<file path="config.mk">
export PLATFORM = sky130hd
export DESIGN_NAME = iobBridge
export DESIGN_NICKNAME = d
export VERILOG_FILES = /design/src/iobPkg.sv /design/src/iobReqIf.sv /design/src/iobBridge.sv /design/src/iobMaster.sv /design/src/iobSlave.sv
export VERILOG_INCLUDE_DIRS = /design/src /design/src/src
export SDC_FILE = /design/constraint.sdc
export NUM_CORES = 1
export LEC_CHECK = 0
export BUFFER_PORTS_ARGS = -buffer_cell sky130_fd_sc_hd__buf_2
export CAP_MARGIN = 20
export CORE_MARGIN = 2
export CORE_UTILIZATION = 40
export DETAILED_ROUTE_END_ITERATION = 7
export SLEW_MARGIN = 15
export SYNTH_ARGS = -nofsm -noshare
export SYNTH_HDL_FRONTEND = slang
export SYNTH_SLANG_ARGS = --single-unit
</file>
<file path="constraint.sdc">
create_clock -name CLK -period 4.9 [get_ports CLK]
set_clock_uncertainty 0.1 [all_clocks]
set_input_delay 0.49 -clock CLK [delete_from_list [all_inputs] [get_ports CLK]]
set_output_delay 0.49 -clock CLK [all_outputs]
set_load 0.01 [all_outputs]
</file>
<file path="src/iobBridge_settings.svh">
`ifndef IOBBRIDGE_SETTINGS_SVH
`define IOBBRIDGE_SETTINGS_SVH

// FSB word address width
// Covers address bits 23 down to 1
`define IOB_ADDR_W 23

// FSB and I/O bus data width
`define IOB_DATA_W 16

// Cycles the master holds the strobe waiting for an acknowledge
// A cycle that runs out is ended as an error
`define IOB_TIMEOUT 16

`endif

</file>
<file path="src/iobPkg.sv">
`include "iobBridge_settings.svh"

package iobPkg;

	// One queue entry as seen by the I/O bus master
	typedef struct packed {
		// Word address from the FSB
		logic [`IOB_ADDR_W-1:0] addr;
		// Write data, ignored on reads
		logic [`IOB_DATA_W-1:0] wrData;
		// Read when high, taken from the weN level
		logic rw;
		// Byte enables, active high
		logic lds;
		logic uds;
	} ioReq_t;

	// Slave transfer machine
	// Start latches the primary level and then waits for the master
	typedef enum logic [1:0] {
		xferIdle     = 2'd0,
		xferWaitDone = 2'd1,
		xferWaitAct  = 2'd2,
		xferStart    = 2'd3
	} xferState_t;

endpackage

</file>
<file path="src/iobReqIf.sv">
`timescale 1ns/1ps
`include "iobBridge_settings.svh"

// Request and active handshake between the FSB slave and the I/O master
interface iobReqIf;

	// Transfer request from the slave
	logic req;
	// High while the master runs the I/O cycle
	logic act;
	// Result of the last cycle
	// Valid from the fall of act until the next act
	logic err;
	logic [`IOB_DATA_W-1:0] rdData;
	// Primary queue level
	// Held stable from req until act falls
	iobPkg::ioReq_t entry;

	modport slave (
		output req,
		output entry,
		input  act,
		input  err,
		input  rdData
	);

	modport master (
		input  req,
		input  entry,
		output act,
		output err,
		output rdData
	);

endinterface

</file>
<file path="src/iobBridge.sv">
`timescale 1ns/1ps
`include "iobBridge_settings.svh"

module iobBridge (
	input  logic CLK,
	input  logic rstN,
	// FSB side
	input  logic asN,
	input  logic weN,
	input  logic ldsN,
	input  logic udsN,
	input  logic [`IOB_ADDR_W-1:0] fsbAddr,
	input  logic [`IOB_DATA_W-1:0] fsbWrData,
	output logic [`IOB_DATA_W-1:0] fsbRdData,
	input  logic ioCs,
	input  logic ioPwCs,
	output logic fsbReady,
	output logic berrN,
	// I/O side
	output logic [`IOB_ADDR_W-1:0] ioAddr,
	output logic [`IOB_DATA_W-1:0] ioWrData,
	input  logic [`IOB_DATA_W-1:0] ioRdData,
	output logic ioRw,
	output logic ioLds,
	output logic ioUds,
	output logic ioStrobe,
	input  logic ioAck,
	input  logic ioErr
);

	// Request channel from slave to master
	iobReqIf reqBus ();

	iobSlave uSlave (
		.CLK       (CLK),
		.rstN      (rstN),
		.asN       (asN),
		.weN       (weN),
		.ldsN      (ldsN),
		.udsN      (udsN),
		.fsbAddr   (fsbAddr),
		.fsbWrData (fsbWrData),
		.ioCs      (ioCs),
		.ioPwCs    (ioPwCs),
		.fsbReady  (fsbReady),
		.berrN     (berrN),
		.fsbRdData (fsbRdData),
		.bus       (reqBus.slave)
	);

	iobMaster uMaster (
		.CLK      (CLK),
		.rstN     (rstN),
		.bus      (reqBus.master),
		.ioAddr   (ioAddr),
		.ioWrData (ioWrData),
		.ioRdData (ioRdData),
		.ioRw     (ioRw),
		.ioLds    (ioLds),
		.ioUds    (ioUds),
		.ioStrobe (ioStrobe),
		.ioAck    (ioAck),
		.ioErr    (ioErr)
	);

endmodule

</file>
<file path="src/iobMaster.sv">
`timescale 1ns/1ps
`include "iobBridge_settings.svh"

module iobMaster (
	input  logic CLK,
	input  logic rstN,
	iobReqIf.master bus,
	output logic [`IOB_ADDR_W-1:0] ioAddr,
	output logic [`IOB_DATA_W-1:0] ioWrData,
	input  logic [`IOB_DATA_W-1:0] ioRdData,
	output logic ioRw,
	output logic ioLds,
	output logic ioUds,
	output logic ioStrobe,
	input  logic ioAck,
	input  logic ioErr
);

	localparam int CntW = $clog2(`IOB_TIMEOUT + 1);

	// Strobe and act are the same state
	logic active;
	// Set at start until the slave drops req
	logic needRelease;
	logic [CntW-1:0] waitCnt;
	logic timedOut;
	logic endNow;

	// Last allowed strobe cycle
	assign timedOut = (waitCnt == CntW'(`IOB_TIMEOUT - 1));
	assign endNow = active && (ioAck || ioErr || timedOut);

	always_ff @(posedge CLK or negedge rstN) begin
		if (!rstN) begin
			active <= 1'b0;
			needRelease <= 1'b0;
			waitCnt <= '0;
			bus.err <= 1'b0;
		end else begin
			// Old req still high after a short cycle must not restart
			if (!bus.req)
				needRelease <= 1'b0;
			if (!active && bus.req && !needRelease) begin
				active <= 1'b1;
				needRelease <= 1'b1;
				waitCnt <= '0;
			end else if (endNow) begin
				active <= 1'b0;
				// No acknowledge at all means timeout
				bus.err <= ioErr || !ioAck;
			end else if (active) begin
				waitCnt <= waitCnt + 1'b1;
			end
		end
	end

	// Read data held until the next read completes
	always_ff @(posedge CLK) begin
		if (endNow && ioAck && !ioErr && bus.entry.rw)
			bus.rdData <= ioRdData;
	end

	assign bus.act = active;
	assign ioStrobe = active;

	// I/O bus follows the primary level
	assign ioAddr = bus.entry.addr;
	assign ioWrData = bus.entry.wrData;
	assign ioRw = bus.entry.rw;
	assign ioLds = bus.entry.lds;
	assign ioUds = bus.entry.uds;

	// Slave keeps the entry still for the whole strobe
	assert property (@(posedge CLK) disable iff (!rstN)
		ioStrobe |-> ($stable(ioAddr) && $stable(ioRw)));

endmodule

</file>
<file path="src/iobSlave.sv">
`timescale 1ns/1ps
`include "iobBridge_settings.svh"

module iobSlave (
	input  logic CLK,
	input  logic rstN,
	input  logic asN,
	input  logic weN,
	input  logic ldsN,
	input  logic udsN,
	input  logic [`IOB_ADDR_W-1:0] fsbAddr,
	input  logic [`IOB_DATA_W-1:0] fsbWrData,
	input  logic ioCs,
	input  logic ioPwCs,
	output logic fsbReady,
	output logic berrN,
	output logic [`IOB_DATA_W-1:0] fsbRdData,
	iobReqIf.slave bus
);

	// FSB cycle seen one clock after asN falls
	logic busActive;
	// Registered act from the master
	logic actR;
	// One request per FSB cycle
	logic sent;
	iobPkg::xferState_t state;

	// Secondary level holding one posted write
	logic secValid;
	iobPkg::ioReq_t secEntry;
	iobPkg::ioReq_t fsbEntry;

	// Cycle termination for non-posted accesses
	logic readyR;
	logic berrR;

	logic pwSel;
	logic npSel;
	logic startFsb;
	logic loadSec;
	logic termNow;

	// Posted writes only when the cycle really is a write
	assign pwSel = ioCs && ioPwCs && !weN;
	assign npSel = ioCs && !pwSel;

	// Request built straight from the FSB lines
	assign fsbEntry = '{addr: fsbAddr, wrData: fsbWrData, rw: weN,
		lds: !ldsN, uds: !udsN};

	// Idle with empty queue takes the FSB access into the primary level
	assign startFsb = (state == iobPkg::xferIdle) && busActive && ioCs &&
		!secValid && !sent;

	// Busy transfer lets a posted write park in the secondary level
	assign loadSec = (state != iobPkg::xferIdle) && busActive && pwSel &&
		!secValid && !sent;

	// Own transfer and all earlier writes are done
	assign termNow = busActive && npSel && sent && !secValid &&
		((state == iobPkg::xferIdle) ||
		((state == iobPkg::xferWaitDone) && !actR));

	always_ff @(posedge CLK or negedge rstN) begin
		if (!rstN) begin
			busActive <= 1'b0;
			actR <= 1'b0;
		end else begin
			busActive <= !asN;
			actR <= bus.act;
		end
	end

	// Transfer machine
	always_ff @(posedge CLK or negedge rstN) begin
		if (!rstN) begin
			state <= iobPkg::xferIdle;
			bus.req <= 1'b0;
		end else begin
			case (state)
				iobPkg::xferIdle: begin
					// Parked write goes first to keep writes in order
					if (secValid || startFsb) begin
						state <= iobPkg::xferStart;
						bus.req <= 1'b1;
					end
				end
				iobPkg::xferStart: begin
					state <= iobPkg::xferWaitAct;
				end
				iobPkg::xferWaitAct: begin
					// Master has taken the request
					if (actR) begin
						state <= iobPkg::xferWaitDone;
						bus.req <= 1'b0;
					end
				end
				default: begin
					// I/O cycle over once act is low again
					if (!actR)
						state <= iobPkg::xferIdle;
				end
			endcase
		end
	end

	// Primary and secondary payload
	always_ff @(posedge CLK) begin
		if ((state == iobPkg::xferIdle) && secValid)
			bus.entry <= secEntry;
		else if (startFsb)
			bus.entry <= fsbEntry;
		if (loadSec)
			secEntry <= fsbEntry;
	end

	// Secondary level empties in the start cycle that moved it up
	always_ff @(posedge CLK or negedge rstN) begin
		if (!rstN)
			secValid <= 1'b0;
		else if (state == iobPkg::xferStart)
			secValid <= 1'b0;
		else if (loadSec)
			secValid <= 1'b1;
	end

	always_ff @(posedge CLK or negedge rstN) begin
		if (!rstN)
			sent <= 1'b0;
		else if (!busActive)
			sent <= 1'b0;
		else if (startFsb || loadSec)
			sent <= 1'b1;
	end

	always_ff @(posedge CLK or negedge rstN) begin
		if (!rstN) begin
			readyR <= 1'b0;
			berrR <= 1'b0;
		end else if (!busActive) begin
			readyR <= 1'b0;
			berrR <= 1'b0;
		end else if (termNow) begin
			// Master error becomes a bus error
			readyR <= !bus.err;
			berrR <= bus.err;
		end
	end

	always_ff @(posedge CLK) begin
		if (termNow)
			fsbRdData <= bus.rdData;
	end

	// Posted write acked once it sits in a queue level
	// Gated by asN so the outputs drop as soon as the cycle ends
	assign fsbReady = !asN && busActive &&
		((pwSel && sent) || (npSel && readyR));
	assign berrN = !(!asN && busActive && npSel && berrR);

	// Request withdrawn only after the master went active
	assert property (@(posedge CLK) disable iff (!rstN)
		$fell(bus.req) |-> $past(bus.act, 2));

	// Non-posted end only with the queue drained, ready or bus error but not both
	assert property (@(posedge CLK) disable iff (!rstN)
		npSel && (fsbReady || !berrN) |->
		(fsbReady != !berrN) && (state == iobPkg::xferIdle) && !secValid);

endmodule

</file>
==> results of run 1 <==
-- registers in the layout, summed over array words and instances, names as in the netlist --
name                 count
uMaster.bus.act          1
uMaster.bus.err          1
uMaster.bus.rdData      16
uMaster.needRelease      1
uMaster.waitCnt          5
uSlave.actR              1
uSlave.berrR             1
uSlave.bus.entry        42
uSlave.bus.req           1
uSlave.busActive         1
uSlave.fsbRdData        16
uSlave.readyR            1
uSlave.secEntry         42
uSlave.secValid          1
uSlave.sent              1
uSlave.state             2
-- layer usage --
metal	GRT usage	vias to the layer above	routed length (um)
met5	0	-	0
met4	0.0747	0	185
met3	0.0443	13	377
met2	0.235	85	4640
met1	0.184	1298	3960
li1	-	1275	-
-- cells by family after synthesis --
family                     count (synthesis)  synth area share
muxes                                     42            0.0954
buffers and inverters                     18            0.0157
DFF                                      133             0.793
AOI/OAI and AO/OA                         21            0.0332
xor gates and xnor gates                   1           0.00178
adders and majority gates                  6            0.0152
and+or+nand+nor                           36            0.0459
-- power groups by stage --
| stage | combinational [W] | sequential [W] | clock [W] |
|---|---|---|---|
| floorplan | 0.000284 | 0.00151 | 0 |
| global placement | 0.000476 | 0.00147 | 0 |
| detailed placement | 0.000490 | 0.00148 | 0 |
| CTS | 0.000494 | 0.00146 | 0.00118 |
| global route | 0.000551 | 0.00147 | 0.00123 |
| finish | 0.000492 | 0.00146 | 0.00116 |
-- per-stage QoR --
step	worst slack, ps	hold slack [ps]	util	area [um2]
floorplan	1580	94.4	-	4930
global placement	2060	301	0.478	5740
detailed placement	2000	305	0.478	5740
CTS	2240	136	0.523	6280
global route	2050	140	0.525	6300
finish	2310	156	0.525	6300
-- layout make-up --
type,count,area share
multi-input cells,106,0.152
repair buffers,129,0.108
flip-flops and latches,133,0.620
clock inverters,9,0.0139
clock buffers,21,0.0699
well taps,147,0.0292
inverters,12,0.00715
-- worst min-delay path by stage --
stage	endpoint	slack (ps)	cells past startpoint
floorplan	uMaster.bus.act	90	0
global placement	uSlave.fsbRdData[6]	300	0
detailed placement	uSlave.fsbRdData[5]	300	0
CTS	uMaster.bus.rdData[10]	140	1
global route	uMaster.bus.rdData[3]	140	1
finish	uSlave.busActive	160	2
-- critical path: cells and delay by family, from the launching register on --
family | cells | cell delay [ps]
flops | 1 | 400
buf+inv | 2 | 420
fa+ha+maj | 1 | 310
simple gates | 3 | 1060
-- placed cells by master (no fill, tap or decap), drive strengths merged, types with 2 or more instances in the layout --
master / instances
buf: 128
nand2: 7
clkbuf: 21
a21oi: 5
ha: 6
clkinv: 7
nand3: 3
nand2b: 3
or4b: 2
mux2: 40
dfrtp: 17
bufinv: 2
o21ai: 5
edfxtp: 116
nor2: 12
mux2i: 2
inv: 12
==> results.json, run 1 <==
{
  "status": "finished, final reports clean",
  "wl_per_cell_um": 16.5,
  "period_needed_ps": 2590,
  "syn-num-nets": 328,
  "grt-ovfl-total": 0,
  "p_clk_frac": 0.372,
  "rows": 40,
  "drc": 0,
  "synthTopCellsByCount": "edfxtp_1 (116), mux2_2 (40), dfrtp_1 (17)",
  "worstMarginPinSlew_ps": 943,
  "ys_seq_area_frac": 0.793,
  "synthFlopType": "edfxtp_1",
  "powerDensity_nw_per_um2": 492,
  "synth_edf_count": 116,
  "power_w": 0.00310,
  "worstSetupPathType": "flop to flop",
  "synth_most_common_cell": "edfxtp_1",
  "core-area_um2": 12000,
  "post_cts_resized": 0,
  "drive_gt1_frac": 0.483,
  "htreeDepth": 4,
  "pwr-share-comb": 0.158,
  "critPathLaunchType": "flop",
  "cts_root_buffer": "clkbuf_16",
  "antenna_found_initial": 0,
  "power_switching_w": 0.000761,
  "hp-class": "input port to flop",
  "rsz0062_at_grt": "false",
  "finalCritPeriodShare": 0.528,
  "antenna_cells": 0,
  "power.leakage_nw": 2.47,
  "crit_end": "uSlave.secEntry[16]",
  "synthDistinctLibCells": 41,
  "swShare": 0.245,
  "nFillCells": 1003,
  "pin_count": 126,
  "cts_buffer_depth": 2,
  "tns_ps": 0,
  "r2r_start": "uSlave.state[0]",
  "intPower_w": 0.00234,
  "synth_area_leaders": "edfxtp_1 (71%), mux2_2 (9.1%), dfrtp_1 (8.6%)",
  "fp.dieH_um": 115,
  "cts_setup_buffers": 0,
  "placedCellCount": 525,
  "crit_start": "uSlave.state[0]",
  "clock_latency_ps": 410,
  "cp_max_fo": 32,
  "grt_first_pass_wirelength_um": 14500,
  "critical_path.slowest_cell": "nor2_4",
  "cp_cell_sequence": "inv_1, ha_1, nor2_1, nand3_1, nor2_4, buf_4",
  "cts_inserted_buffers": 17,
  "final_cells": 557,
  "netlist_area_um2": 4930,
  "gp_congestion": 0.722,
  "start_util": 0.411,
  "area_delta_synth_final_pct": 27.8,
  "grt_use_total": 0.148,
  "ys_ff_latch": 133,
  "cts_tree": "built",
  "ant_nets": 0,
  "drt_first_pass_iters": 4,
  "hp-start": "asN",
  "maxCapViolCount": 0,
  "drt_iter0_drc": 206,
  "critPathMaxStageDelay_ps": 750,
  "seqPwrFrac": 0.469,
  "r2r_slack_ps": 2310,
  "cp.arrival_ps": 2590,
  "clkSinkCount": 133,
  "grt_pass1_vias": 2711,
  "grt_max_degree": 45,
  "fmax_ghz": 0.386,
  "port_buffers": 125,
  "crit_required_ps": 4910,
  "final_nets": 470,
  "via_count": 2671,
  "end_kind": "flop",
  "wirelength_um": 9160,
  "setup_viol": 0,
  "die_area_um2": 13200,
  "rr_endpoint": "uSlave.secEntry[16]",
  "seq_area_um2": 3910,
  "synth.top_cell.area_share": 0.706,
  "rr_worst_depth": 6,
  "die_w_um": 115,
  "max_slew_margin": 0.370,
  "path_clk_slew_ps": 50,
  "slew_viol_final": 0,
  "async_flop_share": 0.128,
  "hpwlAfterDp_um": 5960,
  "ir_worst_vdd_uv": 201,
  "cts_hold_buffers": 1,
  "yosys.area.top_type": "edfxtp_1",
  "syn_avg_cell_area_um2": 19.2,
  "multi_input_area_um2": 960,
  "postSynthCellCount": 257,
  "hold_viol_final": 0,
  "avgViaCountPerCell": 4.80,
  "yosys_warnings": 0
}
(Power assumes the default switching activity.)
==> run 2: changes to the inputs <==
Settings changed: PLACE_DENSITY from default to 0.65.
Clock period 4.9 ns to 2.2 ns, I/O delays scaled along.
==> results.json, run 2 (same netlist as run 1, synthesis figures left out) <==
{
  "area_delta_synth_final_pct": 43.4,
  "powerDensity_nw_per_um2": 1050,
  "final_common_cell": "buf_2",
  "status": "finished, final reports clean",
  "cts_root_buffer": "clkbuf_16",
  "cts_buffer_depth": 2,
  "nFillCells": 928,
  "cts_setup_buffers": 0,
  "maxCapViolCount": 0,
  "cp_max_fo": 5,
  "port_buffers": 125,
  "gp_congestion": 0.771,
  "path_clk_slew_ps": 60,
  "placedCellCount": 533,
  "worstMarginPinSlew_ps": 410,
  "start_util": 0.411,
  "via_count": 2939,
  "period_needed_ps": 2060,
  "clock_latency_ps": 410,
  "power.leakage_nw": 2.79,
  "cp.arrival_ps": 1740,
  "worst_path_dominant_cell_family": "buffers and inverters",
  "core-area_um2": 12000,
  "wirelength_um": 9960,
  "cts_inserted_buffers": 17,
  "cts_tree": "built",
  "drc": 0,
  "tns_ps": 0,
  "grt-ovfl-total": 0,
  "seqPwrFrac": 0.437,
  "critPathLaunchType": "input port",
  "die_w_um": 115,
  "finalCritPeriodShare": 0.935,
  "ant_nets": 0,
  "critPathMaxStageDelay_ps": 520,
  "drive_gt1_frac": 0.449,
  "final_nets": 537,
  "pwr-share-comb": 0.167,
  "grt_use_total": 0.158,
  "max_slew_margin": 0.726,
  "wl_per_cell_um": 15.9,
  "fp.dieH_um": 115,
  "clkSinkCount": 133,
  "largest_registers": "uSlave.bus.entry: 42 flops, uSlave.secEntry: 42 flops",
  "crit_required_ps": 1880,
  "intPower_w": 0.00557,
  "drt_iter0_drc": 156,
  "drt_first_pass_iters": 4,
  "antenna_cells": 0,
  "avgViaCountPerCell": 4.69,
  "hp-class": "input port to flop",
  "die_area_um2": 13200,
  "crit_start": "weN",
  "fmax_ghz": 0.486,
  "setup_viol": 0,
  "grt_max_degree": 42,
  "htreeDepth": 4,
  "end_kind": "output pin",
  "power_switching_w": 0.00182,
  "hpwlAfterDp_um": 6290,
  "slew_viol_final": 0,
  "r2r_start": "uMaster.waitCnt[0]",
  "swShare": 0.246,
  "rsz0062_at_grt": "false",
  "ir_worst_vdd_uv": 390,
  "antenna_found_initial": 0,
  "multi_input_area_um2": 960,
  "crit_top_cell": "buf_2",
  "cp.buffers_inverters": 4,
  "hp-start": "ioAck",
  "p_clk_frac": 0.396,
  "final_cells": 626,
  "final_cell_mix": "buf_2 (125), edfxtp_1 (116), dlygate4sd3_1 (61)",
  "grt_pass1_vias": 3134,
  "rows": 40,
  "cp_cell_sequence": "dlygate4sd3_1, buf_2, nor2b_1, buf_4, or4b_1, buf_2",
  "grt_first_pass_wirelength_um": 15600,
  "worstSetupPathType": "input port to output pin",
  "hold_viol_final": 0,
  "seq_area_um2": 3910,
  "pin_count": 126,
  "critical_path.slowest_cell": "dlygate4sd3_1"
}
run 2: cell count changes in the layout (fill, tap and decap cells not counted):
cell	delta
buf_4	+4
buf_16	-1
bufinv_16	+2
buf_12	+4
dlygate4sd3_1	+60
inv_6	+1
clkinvlp_4	+4
clkbuf_1	-4
clkinv_1	-4
clkinv_2	+3
run 2: worst min-delay path: stages:
cell and delay [ps]:
buf_2 140, nor4b_4 70, nand2_1 70, o21ai_1 60
run 2: power groups by stage:
stage | clock network [W] | registers (W) | logic, W
after global routing | 0.00309 | 0.00327 | 0.00137
after CTS | 0.00297 | 0.00323 | 0.00126
final | 0.00293 | 0.00324 | 0.00123
after detailed placement | 0 | 0.00328 | 0.00117
after global placement | 0 | 0.00327 | 0.00113
after floorplan | 0 | 0.00334 | 0.000649
run 2: metrics by stage:
| step | utilization | total power, W | setup WS, ps | hold slack [ps] | instance area [um2] |
|---|---|---|---|---|---|
| CTS | 0.589 | 0.00747 | 138 | 62.4 | 7070 |
| finish | 0.589 | 0.00740 | 143 | 84.5 | 7070 |
| global placement | 0.487 | 0.00440 | 260 | 65.5 | 5850 |
| global route | 0.589 | 0.00773 | 82.7 | 84.6 | 7070 |
| floorplan | - | 0.00399 | 15.3 | -176 | 4950 |
| detailed placement | 0.487 | 0.00445 | 192 | 70.3 | 5850 |
run 2: routing by layer:
| layer | GRT usage | wire length, um | up-vias |
|---|---|---|---|
| met5 | 0 | 0 | - |
| met2 | 0.267 | 5190 | 68 |
| li1 | - | - | 1413 |
| met4 | 0.0803 | 238 | 0 |
| met3 | 0.0432 | 358 | 19 |
| met1 | 0.185 | 4160 | 1439 |
run 2: path summary, 6_finish.rpt:
path	end	slack, ps	depth (start not counted)
hold reg to reg	uSlave.fsbRdData[7]	320	0
setup / recovery	berrN	140	6
hold / removal	uMaster.waitCnt[2]	80	4
min in group asynchronous	uMaster.waitCnt[4]	160	2
max in group asynchronous	uSlave.secValid	1540	2
setup reg to reg	uMaster.waitCnt[2]	180	7
run 2: cell type report:
| class | instances | area share |
|---|---|---|
| Sequential cell | 133 | 0.553 |
| Timing Repair Buffer | 196 | 0.193 |
| Multi-Input combinational cell | 106 | 0.136 |
| Clock buffer | 17 | 0.0602 |
| Clock inverter | 15 | 0.0264 |
| Tap cell | 147 | 0.0260 |
| Inverter | 12 | 0.00637 |
run 2: timing repair:
item | CTS | global route
hold buffers | 61 | 0
resized for setup | 0 | 0
endpoints found under the hold margin | 79 | 0
